--- src/source/aes_ctrl_pkg.sv ---
/*
 * AES-128 controller, datapath-side definitions
 * Sequencer states and the select codes driven into the
 * column-serial datapath
 */
package aes_ctrl_pkg;

	// ============================================================
	// Sequencer states
	// ============================================================
	typedef enum logic [3:0] {
		IDLE        = 4'd0,
		// Initial key addition, one column per cycle
		ROUND0_COL0 = 4'd1,
		ROUND0_COL1 = 4'd2,
		ROUND0_COL2 = 4'd3,
		ROUND0_COL3 = 4'd4,
		// Round key step through the G function
		ROUND_KEY0  = 4'd5,
		ROUND_COL0  = 4'd6,
		ROUND_COL1  = 4'd7,
		ROUND_COL2  = 4'd8,
		ROUND_COL3  = 4'd9,
		READY       = 4'd10,
		// Key schedule walk
		GEN_KEY0    = 4'd11,
		GEN_KEY1    = 4'd12,
		GEN_KEY2    = 4'd13,
		GEN_KEY3    = 4'd14,
		// Bubble between round key and next round
		NOP         = 4'd15
	} seq_state_e;

	// ============================================================
	// Datapath selects
	// ============================================================
	// S-box input source
	typedef enum logic [2:0] {
		COL_0      = 3'b000,
		COL_1      = 3'b001,
		COL_2      = 3'b010,
		COL_3      = 3'b011,
		G_FUNCTION = 3'b100
	} sbox_sel_e;

	// Round-key adder input
	typedef enum logic [1:0] {
		COL        = 2'b00,
		MIXCOL_IN  = 2'b01,
		MIXCOL_OUT = 2'b10
	} rk_sel_e;

	// Key word on the key output bus
	typedef enum logic [1:0] {
		KEY_0 = 2'b00,
		KEY_1 = 2'b01,
		KEY_2 = 2'b10,
		KEY_3 = 2'b11
	} key_out_sel_e;

	// Column register load source
	typedef enum logic [1:0] {
		SHIFT_ROWS = 2'b00,
		ADD_RK_OUT = 2'b01,
		INPUT      = 2'b10
	} col_sel_e;

	// Key register load source
	typedef enum logic {
		KEY_HOST = 1'b0,
		KEY_OUT  = 1'b1
	} key_src_e;

	// One enable per column and per key word
	localparam int LANE_W = 4;

endpackage

--- src/source/aes_host_pkg.sv ---
/*
 * AES-128 controller, host-side definitions
 * Operation and chaining-mode codes as written by the host,
 * and the round-count limits of the key schedule
 */
package aes_host_pkg;

	// ============================================================
	// Operations requested by the host
	// ============================================================
	typedef enum logic [1:0] {
		ENCRYPTION     = 2'b00,
		KEY_DERIVATION = 2'b01,
		DECRYPTION     = 2'b10,
		// Derive the last round key, then decrypt
		DECRYP_W_DERIV = 2'b11
	} aes_op_e;

	// ============================================================
	// Chaining modes
	// ============================================================
	typedef enum logic [1:0] {
		ECB = 2'b00,
		CBC = 2'b01,
		// Code kept reserved, no counter mode in this core
		CTR = 2'b10
	} aes_chain_e;

	// ============================================================
	// Round counting
	// ============================================================
	// Width of the round number
	localparam int ROUND_W = 4;

	// Last round of AES-128
	localparam logic [ROUND_W-1:0] NUM_ROUNDS = 4'd10;

	// Decryption bumps the count once more on its final key step
	localparam logic [ROUND_W-1:0] NUM_ROUNDS_INC = 4'd11;

endpackage

--- src/source/aes_seq_if.sv ---
/*
 * Sequencer bus
 * Carries the state and decoded operation from the FSM and
 * the round status from the counter to the datapath decoder
 */
`timescale 1ns/1ps

interface aes_seq_if
	import aes_ctrl_pkg::*;
(
	input logic clk
);

	seq_state_e state;
	// High while encrypting or walking the key schedule
	logic enc_dec;
	logic op_key_derivation;
	logic mode_cbc;

	// Round status
	logic first_round;
	logic last_round;
	logic round_inc;

	modport fsm (
		output state, enc_dec, op_key_derivation, mode_cbc,
		input first_round, last_round
	);

	modport counter (
		input state, round_inc,
		output first_round, last_round
	);

	modport decoder (
		input clk, state, enc_dec, op_key_derivation, mode_cbc, last_round,
		output round_inc
	);

endinterface

--- src/source/aes_control_unit.sv ---
/*
 * AES-128 control unit
 * Sequencer FSM, round counter and datapath decoder joined by
 * the sequencer bus, exposed as plain ports
 */
`timescale 1ns/1ps

module aes_control_unit
	import aes_host_pkg::*;
	import aes_ctrl_pkg::*;
(
	input  logic               clk,
	input  logic               rst_n,
	input  logic               start,
	input  logic               disable_core,
	input  aes_op_e            operation_mode,
	input  aes_chain_e         aes_mode,
	output sbox_sel_e          sbox_sel,
	output rk_sel_e            rk_sel,
	output key_out_sel_e       key_out_sel,
	output col_sel_e           col_sel,
	output key_src_e           key_sel,
	output logic [LANE_W-1:0]  key_en,
	output logic [LANE_W-1:0]  col_en,
	output logic               bypass_rk,
	output logic               bypass_key_en,
	output logic               key_derivation_en,
	output logic [ROUND_W-1:0] round,
	output logic               end_comp,
	output logic               encrypt_decrypt,
	output logic               mode_cbc
);

	// Sequencer bus
	aes_seq_if seq_bus (.clk(clk));

	// State and operation decode
	aes_seq_fsm u_fsm (
		.clk             (clk),
		.rst_n           (rst_n),
		.start           (start),
		.disable_core    (disable_core),
		.operation_mode  (operation_mode),
		.aes_mode        (aes_mode),
		.seq             (seq_bus.fsm),
		.end_comp        (end_comp),
		.encrypt_decrypt (encrypt_decrypt),
		.mode_cbc        (mode_cbc)
	);

	// Round tracking
	aes_round_counter u_counter (
		.clk   (clk),
		.rst_n (rst_n),
		.seq   (seq_bus.counter),
		.round (round)
	);

	// Datapath controls
	aes_ctrl_decoder u_decoder (
		.seq               (seq_bus.decoder),
		.sbox_sel          (sbox_sel),
		.rk_sel            (rk_sel),
		.key_out_sel       (key_out_sel),
		.col_sel           (col_sel),
		.key_sel           (key_sel),
		.key_en            (key_en),
		.col_en            (col_en),
		.bypass_rk         (bypass_rk),
		.bypass_key_en     (bypass_key_en),
		.key_derivation_en (key_derivation_en)
	);

endmodule

--- src/source/aes_ctrl_decoder.sv ---
/*
 * AES datapath decoder
 * Per-state decode of the datapath selects and enables, plus
 * the round counter increment
 */
`timescale 1ns/1ps

module aes_ctrl_decoder
	import aes_ctrl_pkg::*;
(
	aes_seq_if.decoder        seq,
	output sbox_sel_e         sbox_sel,
	output rk_sel_e           rk_sel,
	output key_out_sel_e      key_out_sel,
	output col_sel_e          col_sel,
	output key_src_e          key_sel,
	output logic [LANE_W-1:0] key_en,
	output logic [LANE_W-1:0] col_en,
	output logic              bypass_rk,
	output logic              bypass_key_en,
	output logic              key_derivation_en
);

	logic [1:0] col_idx;
	logic       walk_end;
	logic       cbc_last;

	// One-hot lane enable
	function automatic logic [LANE_W-1:0] lane(input logic [1:0] idx);
		logic [LANE_W-1:0] sel;
		sel      = '0;
		sel[idx] = 1'b1;
		return sel;
	endfunction

	// ============================================================
	// Column index of the current state
	// ============================================================
	always_comb
	begin
		case (seq.state)
			ROUND0_COL1, ROUND_COL1, GEN_KEY1: col_idx = 2'd1;
			ROUND0_COL2, ROUND_COL2, GEN_KEY2: col_idx = 2'd2;
			ROUND0_COL3, ROUND_COL3, GEN_KEY3: col_idx = 2'd3;
			default:                           col_idx = 2'd0;
		endcase
	end

	// Last column of the walk, 3 going up and 0 going down
	assign walk_end = seq.enc_dec ? (col_idx == 2'd3) : (col_idx == 2'd0);

	// Last CBC decryption round takes the chained input
	assign cbc_last = seq.mode_cbc && seq.last_round && !seq.enc_dec;

	// ============================================================
	// Output decode
	// ============================================================
	always_comb
	begin
		sbox_sel          = COL_0;
		rk_sel            = COL;
		key_out_sel       = KEY_0;
		col_sel           = INPUT;
		key_sel           = KEY_HOST;
		key_en            = '0;
		col_en            = '0;
		bypass_rk         = 1'b0;
		bypass_key_en     = 1'b0;
		key_derivation_en = 1'b0;
		seq.round_inc     = 1'b0;
		case (seq.state)
			ROUND0_COL0, ROUND0_COL1, ROUND0_COL2, ROUND0_COL3:
			begin
				// Round 0 adds the key straight to the input
				sbox_sel      = sbox_sel_e'({1'b0, col_idx});
				key_out_sel   = key_out_sel_e'(col_idx);
				bypass_rk     = 1'b1;
				bypass_key_en = 1'b1;
				col_sel       = walk_end ? SHIFT_ROWS : ADD_RK_OUT;
				col_en        = walk_end ? '1 : lane(col_idx);
				// Decryption reloads key words 1..3 from the key output
				if (!seq.enc_dec && (col_idx != 2'd0))
				begin
					key_sel = KEY_OUT;
					key_en  = lane(col_idx);
				end
			end
			ROUND_KEY0:
			begin
				sbox_sel      = G_FUNCTION;
				key_sel       = KEY_OUT;
				key_en        = lane(2'd0);
				seq.round_inc = 1'b1;
			end
			ROUND_COL0, ROUND_COL1, ROUND_COL2, ROUND_COL3:
			begin
				sbox_sel    = sbox_sel_e'({1'b0, col_idx});
				key_out_sel = key_out_sel_e'(col_idx);
				key_sel     = KEY_OUT;
				// No MixColumns in the last round
				rk_sel      = seq.last_round ? MIXCOL_IN : MIXCOL_OUT;
				// Key words trail the column going up, track it going down
				if (seq.enc_dec && (col_idx != 2'd3))
					key_en = lane(col_idx + 2'd1);
				else if (!seq.enc_dec && (col_idx != 2'd0))
					key_en = lane(col_idx);
				if (cbc_last)
					col_sel = INPUT;
				else if (walk_end && !seq.last_round)
					col_sel = SHIFT_ROWS;
				else
					col_sel = ADD_RK_OUT;
				col_en = (walk_end && !seq.last_round) ? '1 : lane(col_idx);
			end
			GEN_KEY0:
			begin
				sbox_sel      = G_FUNCTION;
				seq.round_inc = 1'b1;
			end
			GEN_KEY1, GEN_KEY2, GEN_KEY3:
			begin
				// Word 0 is written together with word 1
				key_en        = (seq.state == GEN_KEY1) ? (lane(2'd0) | lane(2'd1)) : lane(col_idx);
				key_sel       = KEY_OUT;
				bypass_key_en = 1'b1;
			end
			READY:
				key_derivation_en = seq.op_key_derivation;
			default:
			begin
			end
		endcase
	end

	// Datapath columns stay frozen while idle
	assert property (@(posedge seq.clk) (seq.state == IDLE) |-> (col_en == '0));

endmodule

--- src/source/aes_round_counter.sv ---
/*
 * AES round counter
 * Counts round key steps and flags the first and last round
 */
`timescale 1ns/1ps

module aes_round_counter
	import aes_host_pkg::*;
	import aes_ctrl_pkg::*;
(
	input  logic               clk,
	input  logic               rst_n,
	aes_seq_if.counter         seq,
	output logic [ROUND_W-1:0] round
);

	logic [ROUND_W-1:0] rd_count;

	// ============================================================
	// Counter
	// ============================================================
	always_ff @(posedge clk or negedge rst_n)
	begin
		if (!rst_n)
			rd_count <= '0;
		// Restart in IDLE and when the key schedule hands over to decryption
		else if ((seq.state == IDLE) || ((seq.state == GEN_KEY3) && seq.last_round))
			rd_count <= '0;
		else if (seq.round_inc)
			rd_count <= rd_count + 1'b1;
	end

	assign round = rd_count;

	// Round flags
	assign seq.first_round = (rd_count == '0);
	// 11 is reached only by the last decryption key step
	assign seq.last_round  = (rd_count == NUM_ROUNDS) || (rd_count == NUM_ROUNDS_INC);

	// Sequencer must leave the rounds before the count runs past 11
	assert property (@(posedge clk) disable iff (!rst_n) rd_count <= NUM_ROUNDS_INC);

endmodule

--- src/source/aes_seq_fsm.sv ---
/*
 * AES sequencer FSM
 * Decodes the host operation, holds the state register and
 * walks the columns up for encryption and down for decryption
 */
`timescale 1ns/1ps

module aes_seq_fsm
	import aes_host_pkg::*;
	import aes_ctrl_pkg::*;
(
	input  logic       clk,
	input  logic       rst_n,
	input  logic       start,
	input  logic       disable_core,
	input  aes_op_e    operation_mode,
	input  aes_chain_e aes_mode,
	aes_seq_if.fsm     seq,
	output logic       end_comp,
	output logic       encrypt_decrypt,
	output logic       mode_cbc
);

	seq_state_e state;
	seq_state_e next_state;
	logic       enc_dec;

	// ============================================================
	// Operation decode
	// ============================================================
	// Key schedule always runs in the forward direction
	assign enc_dec = (operation_mode == ENCRYPTION) || (operation_mode == KEY_DERIVATION) ||
		(state inside {GEN_KEY0, GEN_KEY1, GEN_KEY2, GEN_KEY3});

	assign mode_cbc               = (aes_mode == CBC);
	assign encrypt_decrypt        = enc_dec;
	assign seq.enc_dec            = enc_dec;
	assign seq.mode_cbc           = mode_cbc;
	assign seq.op_key_derivation  = (operation_mode == KEY_DERIVATION);
	assign seq.state              = state;

	// ============================================================
	// State flops
	// ============================================================
	always_ff @(posedge clk or negedge rst_n)
	begin
		if (!rst_n)
			state <= IDLE;
		else if (disable_core)
			state <= IDLE;
		else
			state <= next_state;
	end

	// Next state
	always_comb
	begin
		next_state = state;
		case (state)
			IDLE:
			begin
				// Start only counts here
				if (start)
				begin
					case (operation_mode)
						ENCRYPTION:     next_state = ROUND0_COL0;
						DECRYPTION:     next_state = ROUND0_COL3;
						default:        next_state = GEN_KEY0;
					endcase
				end
			end
			ROUND0_COL0: next_state = enc_dec ? ROUND0_COL1 : ROUND_KEY0;
			ROUND0_COL1: next_state = enc_dec ? ROUND0_COL2 : ROUND0_COL0;
			ROUND0_COL2: next_state = enc_dec ? ROUND0_COL3 : ROUND0_COL1;
			ROUND0_COL3: next_state = enc_dec ? ROUND_KEY0 : ROUND0_COL2;
			ROUND_KEY0:
			begin
				// After round 0 go straight into the first round
				if (seq.first_round)
					next_state = enc_dec ? ROUND_COL0 : ROUND_COL3;
				else
					next_state = seq.last_round ? READY : NOP;
			end
			NOP:         next_state = enc_dec ? ROUND_COL0 : ROUND_COL3;
			ROUND_COL0:  next_state = enc_dec ? ROUND_COL1 : ROUND_KEY0;
			ROUND_COL1:  next_state = enc_dec ? ROUND_COL2 : ROUND_COL0;
			ROUND_COL2:  next_state = enc_dec ? ROUND_COL3 : ROUND_COL1;
			ROUND_COL3:
			begin
				// Encryption ends on its last column
				if (enc_dec)
					next_state = seq.last_round ? READY : ROUND_KEY0;
				else
					next_state = ROUND_COL2;
			end
			GEN_KEY0:    next_state = GEN_KEY1;
			GEN_KEY1:    next_state = GEN_KEY2;
			GEN_KEY2:    next_state = GEN_KEY3;
			GEN_KEY3:
			begin
				// Derivation alone stops here, otherwise decrypt from column 3
				if (!seq.last_round)
					next_state = GEN_KEY0;
				else
					next_state = seq.op_key_derivation ? READY : ROUND0_COL3;
			end
			READY:       next_state = IDLE;
			default:     next_state = IDLE;
		endcase
	end

	// Done pulse
	assign end_comp = (state == READY);

	// READY always falls back to IDLE
	assert property (@(posedge clk) disable iff (!rst_n) end_comp |=> !end_comp);

endmodule

--- config.mk ---
export PLATFORM = sky130hd
export DESIGN_NAME = aes_control_unit
export DESIGN_NICKNAME = d
export VERILOG_FILES = /design/src/source/aes_ctrl_pkg.sv /design/src/source/aes_host_pkg.sv /design/src/source/aes_seq_if.sv /design/src/source/aes_control_unit.sv /design/src/source/aes_ctrl_decoder.sv /design/src/source/aes_round_counter.sv /design/src/source/aes_seq_fsm.sv
export SDC_FILE = /design/constraint.sdc
export NUM_CORES = 1
export LEC_CHECK = 0
export ABC_AREA = 1
export BUFFER_PORTS_ARGS = -buffer_cell sky130_fd_sc_hd__buf_2
export CAP_MARGIN = 30
export CELL_PAD_IN_SITES_DETAIL_PLACEMENT = 1
export CELL_PAD_IN_SITES_GLOBAL_PLACEMENT = 2
export CORE_ASPECT_RATIO = 0.8
export CORE_UTILIZATION = 27
export CTS_BUF_LIST = sky130_fd_sc_hd__clkbuf_8 sky130_fd_sc_hd__clkbuf_16
export DETAILED_ROUTE_END_ITERATION = 16
export PLACE_DENSITY_LB_ADDON = 0.1
export RECOVER_POWER = 100
export SLEW_MARGIN = 20
export SYNTH_ARGS = -nofsm -noshare
export SYNTH_HDL_FRONTEND = slang
export SYNTH_HIERARCHICAL = 1
export SYNTH_SLANG_ARGS = --single-unit
--- constraint.sdc ---
create_clock -name clk -period 2.7 [get_ports clk]
set_input_delay 0.135 -clock clk [delete_from_list [all_inputs] [get_ports clk]]
set_output_delay 0.135 -clock clk [all_outputs]
set_load 0.005 [all_outputs]
==> results.py, run 1 <==
metrics = {
    "clock_network": {
        "cts_root_buffer": "clkbuf_8",
        "clk-insertion-delay-late_ns": 0.23,
        "clockBufferDepth": 2,
        "cts_sinks": 8,
        "cts_tree": "yes",
        "cts.clk_slew.worst_paths_ns": 0.04,
        "cts_htree_levels": 1,
        "numCtsBuffers": 3,
    },
    "critical_path": {
        "r2r_cells": 11,
        "crit_arrival_ns": 2.32,
        "reg2reg_to": "u_fsm/seq.state[3]",
        "cp_cell_sequence": "nand2_2, inv_1, nand2_2, nand3_4, clkinv_1, nand2_4, nand3_2, nand2_1, nand2_1, nand2_1, buf_2",
        "crit_family": "simple AND/OR/NAND/NOR gates",
        "crit_path_max_incr_delay_ns": 0.53,
        "r2r_slack_ns": 0.73,
        "path_buf_inv": 3,
        "worstPathRequired_ns": 2.57,
        "endpoint_kind": "primary output",
        "cp_max_fo": 16,
        "r2r_start": "u_counter/round[0]",
        "cp_slowest_cell": "dfrtp_1",
        "cpMostUsedCell": "nand2_1",
        "critPathLaunchType": "register",
        "worstSetupPathType": "register to primary output",
    },
    "finish": {
        "design_area_sq_mm": 0.001822,
        "synthToLayoutAreaGrowth_pct": 16.76,
        "antenna_cells": 0,
        "drive_gt1_share_pct": 20.00,
        "fillers": 773,
        "fin_nets": 332,
    },
    "drt": {
        "drtPass1Iterations": 4,
        "vias_per_cell": 4.580,
        "routedWlPerCell_microns": 12.68,
        "antenna_left": 0,
        "drc": 0,
        "drt_iter0_markers": 68,
        "wl_microns": 4983,
        "vias": 1800,
    },
    "synthesis": {
        "yosysMostFrequentCell": "nand2_1",
        "ys_seq_elements": 8,
        "ys_top_cells_by_area": "nand2_1, dfrtp_1, nor2_1",
        "syn_area_sq_mm": 0.001560,
        "async_flop_share_pct": 100.0,
        "synth_nets": 298,
        "synth_cell_type_count": 28,
        "synth_warnings": 6,
        "synth_ff_type": "dfrtp_1",
        "synth_common_cells": "nand2_1, nor2_1, inv_1",
        "synth_seq_area_share_pct": 12.83,
        "synth_top_area_share_pct": 20.21,
        "synth_cells": 283,
        "postSynthAreaPerCell_sq_um": 5.513,
        "synth_edf_count": 0,
        "yosys.area.top_type": "nand2_1",
    },
    "place": {
        "port-buffer-count": 35,
        "placed_cell_area_sq_mm": 0.001783,
        "routabilityCongestion": 0.7841,
        "place_hpwl_microns": 4096,
    },
    "power_and_ir_drop": {
        "comb_power_share_pct": 80.9,
        "intPower_uw": 822.7,
        "switching_share_pct": 60.58,
        "p_leak_uw": 0.001023,
        "clkPwrFrac_pct": 6.9,
        "p_seq_share_pct": 12.2,
        "vdd_drop_max_mv": 0.3211,
        "p_per_area_mw_per_mm2": 1146,
        "switchingPower_uw": 1264,
    },
    "sta": {
        "finClkSkew_ns": 0.001224,
        "rsz0062_at_grt": "false",
        "slew_violations": 0,
        "period_needed_ns": 2.458,
        "finalSetupViolations": 0,
        "fin_tns_setup_ns": 0,
        "hold_violations": 0,
        "fmax_mhz": 406.8,
        "tightest_slew_ns": 0.4185,
        "fin_crit_sh_pct": 91.04,
        "slew_headroom_pct": 72.10,
    },
    "run_status": {
        "outcome": "completed",
    },
    "floorplan": {
        "die_h_microns": 69.99,
        "die_w_microns": 86.99,
        "initial_core_util_pct": 28.39,
        "rows": 24,
        "dieArea_sq_mm": 0.006088,
        "coreArea_sq_mm": 0.005495,
        "ios": 36,
    },
    "global_routing": {
        "grt_start_max_net_pins": 17,
        "grt_usage_pct": 17.96,
        "grt-ovfl-total": 0,
        "grt_pass1_vias": 1810,
        "antenna_found_initial": 0,
        "grt_pass1_wl_microns": 8694,
    },
    "flow_run": {
        "cap_violations": 0,
    },
    "min_path": {
        "holdPathStages": 5,
        "worstHoldStart": "start",
        "hold_end": "u_fsm/seq.state[0]",
        "hold_class": "input pin to register",
    },
}
[per-stage QoR]
stage | cells | util (%) | hold WS [ns] | setup slack, ns | total power (uW)
6_report | 393 | 33.15 | 0.2606 | 0.2418 | 2087
3_3_place_gp | 389 | 32.45 | -0.01585 | 0.3452 | 1965
5_1_grt | 393 | 33.15 | 0.3088 | 0.01941 | 2337
2_1_floorplan | 283 | - | -0.1606 | 0.7398 | 1465
3_5_place_dp | 389 | 32.45 | -0.01789 | 0.3188 | 1959
4_1_cts | 393 | 33.38 | 0.2694 | 0.06291 | 2111
[tightest hold or removal path: cells and delay by family]
| family | cells | cell delay, ns |
|---|---|---|
| AO/OA/AOI/OAI | 1 | 0.07 |
| buffers and inverters | 3 | 0.18 |
| AND/OR/NAND/NOR | 1 | 0.06 |
[layout make-up]
type | instances | area [sq um] | share of cell area (%)
Multi-Input combinational cell | 223 | 1132 | 62.16
Sequential cell | 8 | 202.7 | 11.13
Timing Repair Buffer | 37 | 182.7 | 10.03
Inverter | 44 | 165.2 | 9.066
Tap cell | 78 | 97.59 | 5.357
Clock buffer | 3 | 41.29 | 2.266
[power by group through the flow]
stage	combinational (uW)	sequential [uW]	clock, uW
4_1_cts	1710	255	146
3_5_place_dp	1700	258	0
5_1_grt	1920	269	153
6_report	1690	254	143
2_1_floorplan	1250	216	0
3_3_place_gp	1720	250	0
[cell usage in the layout (no fill, tap or decap), types with 4 or more instances in the layout]
cell type and n:
dfrtp_1 6, nand4_1 5, clkbuf_1 8, o21ai_0 11, nor2_1 48, inv_2 4
buf_2 23, nand2_2 8, a21oi_1 7, inv_1 39, nor2_2 7, clkbuf_2 4
nand3_1 21, nand2_4 7, nand2_1 85, ha_1 7
[worst max-delay path by stage]
stage,from,to,slack [ns],cells after the start
2_1_floorplan,u_fsm/seq.state[2],col_en[0],0.74,12
3_5_place_dp,u_fsm/seq.state[3],col_en[0],0.32,11
4_1_cts,u_fsm/seq.state[3],col_en[0],0.06,11
5_1_grt,u_fsm/seq.state[1],col_en[0],0.02,11
3_3_place_gp,u_fsm/seq.state[3],col_en[1],0.35,9
6_report,u_fsm/seq.state[1],col_en[0],0.24,11
[metal layers]
layer / share of wire, % / wire length, microns / global-route usage (%) / vias to the layer above
li1: - / - / - / 940
met1: 58 / 2880 / 29.56 / 828
met2: 39 / 1930 / 24.76 / 28
met3: 2.5 / 127 / 1.064 / 4
met4: 0.88 / 44 / 3.889 / 0
met5: 0 / 0 / 0 / -
[registers in the layout (all words and copies together) (netlist names)]
name,flops
u_counter/round,4
u_fsm/seq.state,4
[kinds of logic after synthesis]
logic type / Yosys count / share of synthesized area (%)
xor gates and xnor gates: 2 / 1.123
adders and majority gates: 7 / 5.613
muxes: 2 / 1.283
DFF: 8 / 12.83
buffers and inverters: 52 / 14.27
and+or+nand+nor: 187 / 56.05
AOI/OAI and AO/OA: 25 / 8.821
[what timing repair did]
action,in CTS,in global routing
hold buffers,1,0
gates resized for setup,0,2
endpoints found under the setup margin,0,9
endpoints found under the hold margin,8,0
setup buffers,0,0
(Power assumes the default switching activity.)
==> run 2: changes to the inputs <==
--- a/config.mk
+++ b/config.mk
@@ -5,13 +5,12 @@
 export SDC_FILE = /design/constraint.sdc
 export NUM_CORES = 1
 export LEC_CHECK = 0
-export ABC_AREA = 1
 export BUFFER_PORTS_ARGS = -buffer_cell sky130_fd_sc_hd__buf_2
 export CAP_MARGIN = 30
 export CELL_PAD_IN_SITES_DETAIL_PLACEMENT = 1
 export CELL_PAD_IN_SITES_GLOBAL_PLACEMENT = 2
 export CORE_ASPECT_RATIO = 0.8
-export CORE_UTILIZATION = 27
+export CORE_UTILIZATION = 29
 export CTS_BUF_LIST = sky130_fd_sc_hd__clkbuf_8 sky130_fd_sc_hd__clkbuf_16
 export DETAILED_ROUTE_END_ITERATION = 16
 export PLACE_DENSITY_LB_ADDON = 0.1
@@ -19,5 +18,4 @@
 export SLEW_MARGIN = 20
 export SYNTH_ARGS = -nofsm -noshare
 export SYNTH_HDL_FRONTEND = slang
-export SYNTH_HIERARCHICAL = 1
 export SYNTH_SLANG_ARGS = --single-unit
==> run 2 against run 1 <==
Net effect: combinational power shrank 2%; utilization grew 5.2 points; critical endpoint is now key_en[1]; global-route usage rose by 3.0 points; worst setup slack got worse by 0.16 ns; count of clock-buffer cells in the layout is the same; die area shrank 17%.
==> results.py, run 2 <==
metrics = {
    "floorplan": {
        "die_w_microns": 79.13,
        "dieArea_sq_mm": 0.005040,
        "ios": 36,
        "coreArea_sq_mm": 0.004569,
        "rows": 22,
        "initial_core_util_pct": 30.20,
        "die_h_microns": 63.70,
    },
    "synthesis": {
        "yosys.area.top_type": "dfrtp_1",
        "postSynthAreaPerCell_sq_um": 7.302,
        "synth_warnings": 0,
        "synth_edf_count": 0,
        "synth_seq_area_share_pct": 14.51,
        "synth_common_cells": "nor2_1, a21oi_1, o21ai_0",
        "synth_top_area_share_pct": 14.51,
        "syn_area_sq_mm": 0.001380,
        "synth_cells": 189,
        "ys_seq_elements": 8,
        "synth_ff_type": "dfrtp_1",
        "yosysMostFrequentCell": "nor2_1",
        "synth_nets": 205,
        "synth_cell_type_count": 55,
        "async_flop_share_pct": 100.0,
        "ys_top_cells_by_area": "dfrtp_1, ha_1, nor2_1",
    },
    "power_and_ir_drop": {
        "vdd_drop_max_mv": 0.3925,
        "p_leak_uw": 0.0007790,
        "p_per_area_mw_per_mm2": 1140,
    },
    "critical_path": {
        "cp_cell_sequence": "inv_1, ha_2, or2_2, mux4_2, nor2_2, a22oi_1, o21bai_1, buf_2",
        "endpoint": "key_en[1]",
        "endpoint_kind": "primary output",
        "crit_arrival_ns": 2.48,
        "r2r_start": "u_fsm.seq.state[0]",
        "crit_path_max_incr_delay_ns": 0.57,
        "critPathLaunchType": "register",
        "reg2reg_to": "u_fsm.seq.state[3]",
        "startpoint": "u_fsm.seq.state[0]",
        "worstSetupPathType": "register to primary output",
        "r2r_slack_ns": 0.21,
        "r2r_cells": 7,
        "cp_max_fo": 6,
        "worstPathRequired_ns": 2.57,
        "cp_slowest_cell": "mux4_2",
    },
    "finish": {
        "seq_area_sq_um": 200.2,
        "fin_nets": 244,
        "layout_common_cells": "buf_2, nor2_1, a21oi_1",
        "multiInputGateArea_sq_mm": 0.001114,
        "final_common_cell": "buf_2",
        "drive_gt1_share_pct": 28.76,
        "antenna_cells": 0,
        "synthToLayoutAreaGrowth_pct": 27.11,
        "fin_util_pct": 38.39,
        "fillers": 619,
    },
    "drt": {
        "antenna_left": 0,
        "drtPass1Iterations": 4,
        "drt_iter0_markers": 135,
        "routedWlPerCell_microns": 17.94,
        "drc": 0,
        "vias": 1657,
        "vias_per_cell": 5.794,
        "wl_microns": 5131,
    },
    "clock_network": {
        "cts_sinks": 8,
        "clockBufferDepth": 2,
        "cts_root_buffer": "clkbuf_8",
        "cts.clk_slew.worst_paths_ns": 0.04,
        "cts_tree": "yes",
        "cts_htree_levels": 1,
        "clk-insertion-delay-late_ns": 0.23,
        "numCtsBuffers": 3,
    },
    "sta": {
        "hold_violations": 0,
        "period_needed_ns": 2.614,
        "slew_headroom_pct": 55.94,
        "finClkSkew_ns": 0.003632,
        "fin_crit_sh_pct": 96.81,
        "whs_ns": 0.1605,
        "finalSetupViolations": 0,
        "tightest_slew_ns": 0.6609,
        "fmax_mhz": 382.6,
        "slew_violations": 0,
    },
    "place": {
        "port-buffer-count": 35,
        "routabilityCongestion": 0.8627,
        "place_hpwl_microns": 3882,
    },
    "global_routing": {
        "grt_usage_pct": 20.96,
        "grt_start_max_net_pins": 18,
        "grt_pass1_vias": 1665,
        "grt_pass1_wl_microns": 8376,
        "grt-ovfl-total": 0,
        "antenna_found_initial": 0,
    },
    "min_path": {
        "holdPathStages": 2,
        "hold_class": "input pin to register",
    },
    "run_status": {
        "outcome": "completed",
    },
    "flow_run": {
        "cap_violations": 0,
    },
}
run 2: changes by cell type after synthesis, sizes merged, moves of 4 or more:
cell,before,now
nand2b,0,5
clkbuf,0,11
nand3,23,4
nand2,100,10
nor2,57,25
a211oi,0,6
a31oi,0,6
a21oi,7,13
inv,43,10
buf,8,4
nor2b,0,10
run 2: critical path: cells and delay by family (launching register included):
kind	cells	cell delay [ns]
flops	1	0.37
fa+ha+maj	1	0.23
buf+inv	2	0.25
mux	1	0.57
compound gates	2	0.33
simple gates	2	0.49
run 2: what timing repair did:
action,4_1_cts,5_1_grt
gates resized for setup,1,7
cloned,0,1
endpoints found under the setup margin,1,9
hold buffers,1,0
endpoints found under the hold margin,8,0
pin swaps,1,1
buffers inserted,0,2
run 2: worst min-delay path by stage:
stage | startpoint | to | slack [ns]
4_1_cts | disable_core | u_fsm.seq.state[3] | 0.15
3_5_place_dp | rst_n | u_counter.round[3] | -0.01
5_1_grt | disable_core | u_fsm.seq.state[3] | 0.17
2_1_floorplan | rst_n | u_counter.round[0] | -0.16
6_report | disable_core | u_fsm.seq.state[3] | 0.16
3_3_place_gp | rst_n | u_counter.round[2] | -0.02
run 2: metrics by stage:
| step | power [uW] | TNS (ns) | instances | area [sq um] | setup WS [ns] |
|---|---|---|---|---|---|
| after floorplan | 1235 | 0 | 189 | 1380 | 0.3830 |
| after global placement | 1715 | 0 | 279 | 1648 | 0.1723 |
| after detailed placement | 1744 | 0 | 279 | 1648 | 0.1639 |
| after CTS | 1905 | 0 | 283 | 1702 | 0.006378 |
| after global routing | 2178 | -0.05753 | 286 | 1754 | -0.03426 |
| final | 1999 | 0 | 286 | 1754 | 0.08606 |
run 2: cells by family (layout without fill, tap and decap cells):
logic type	count (synthesis)	in the layout	synth area share [%]
multiplexers	5	6	5.530
AO/OA/AOI/OAI	69	69	36.81
buffers and inverters	25	61	7.797
flip-flops	8	8	14.51
AND/OR/NAND/NOR	71	71	26.20
XOR/XNOR	3	3	1.904
adder cells (fa/ha/maj)	8	8	7.253
run 2: final cells by class:
| cell class | count | share of cell area, % |
|---|---|---|
| multi-input cells | 157 | 63.48 |
| well taps | 60 | 4.280 |
| flip-flops and latches | 8 | 11.41 |
| inverters | 10 | 2.140 |
| repair buffers | 48 | 16.33 |
| clock buffers | 3 | 2.354 |
run 2: layer usage:
metal | GRT usage (%) | wire length, microns
met5 | 0 | 0
met4 | 2.045 | 38
met3 | 2.464 | 142
met2 | 33.84 | 2429
met1 | 30.55 | 2521
run 2: power by group:
| group | internal, uW | total [uW] | leakage [uW] | switching (uW) |
|---|---|---|---|---|
| sequential | 151 | 212 | 0.000108 | 60.2 |
| clock | 96.4 | 142 | 0.0000216 | 45.2 |
| combinational | 697 | 1650 | 0.000650 | 949 |
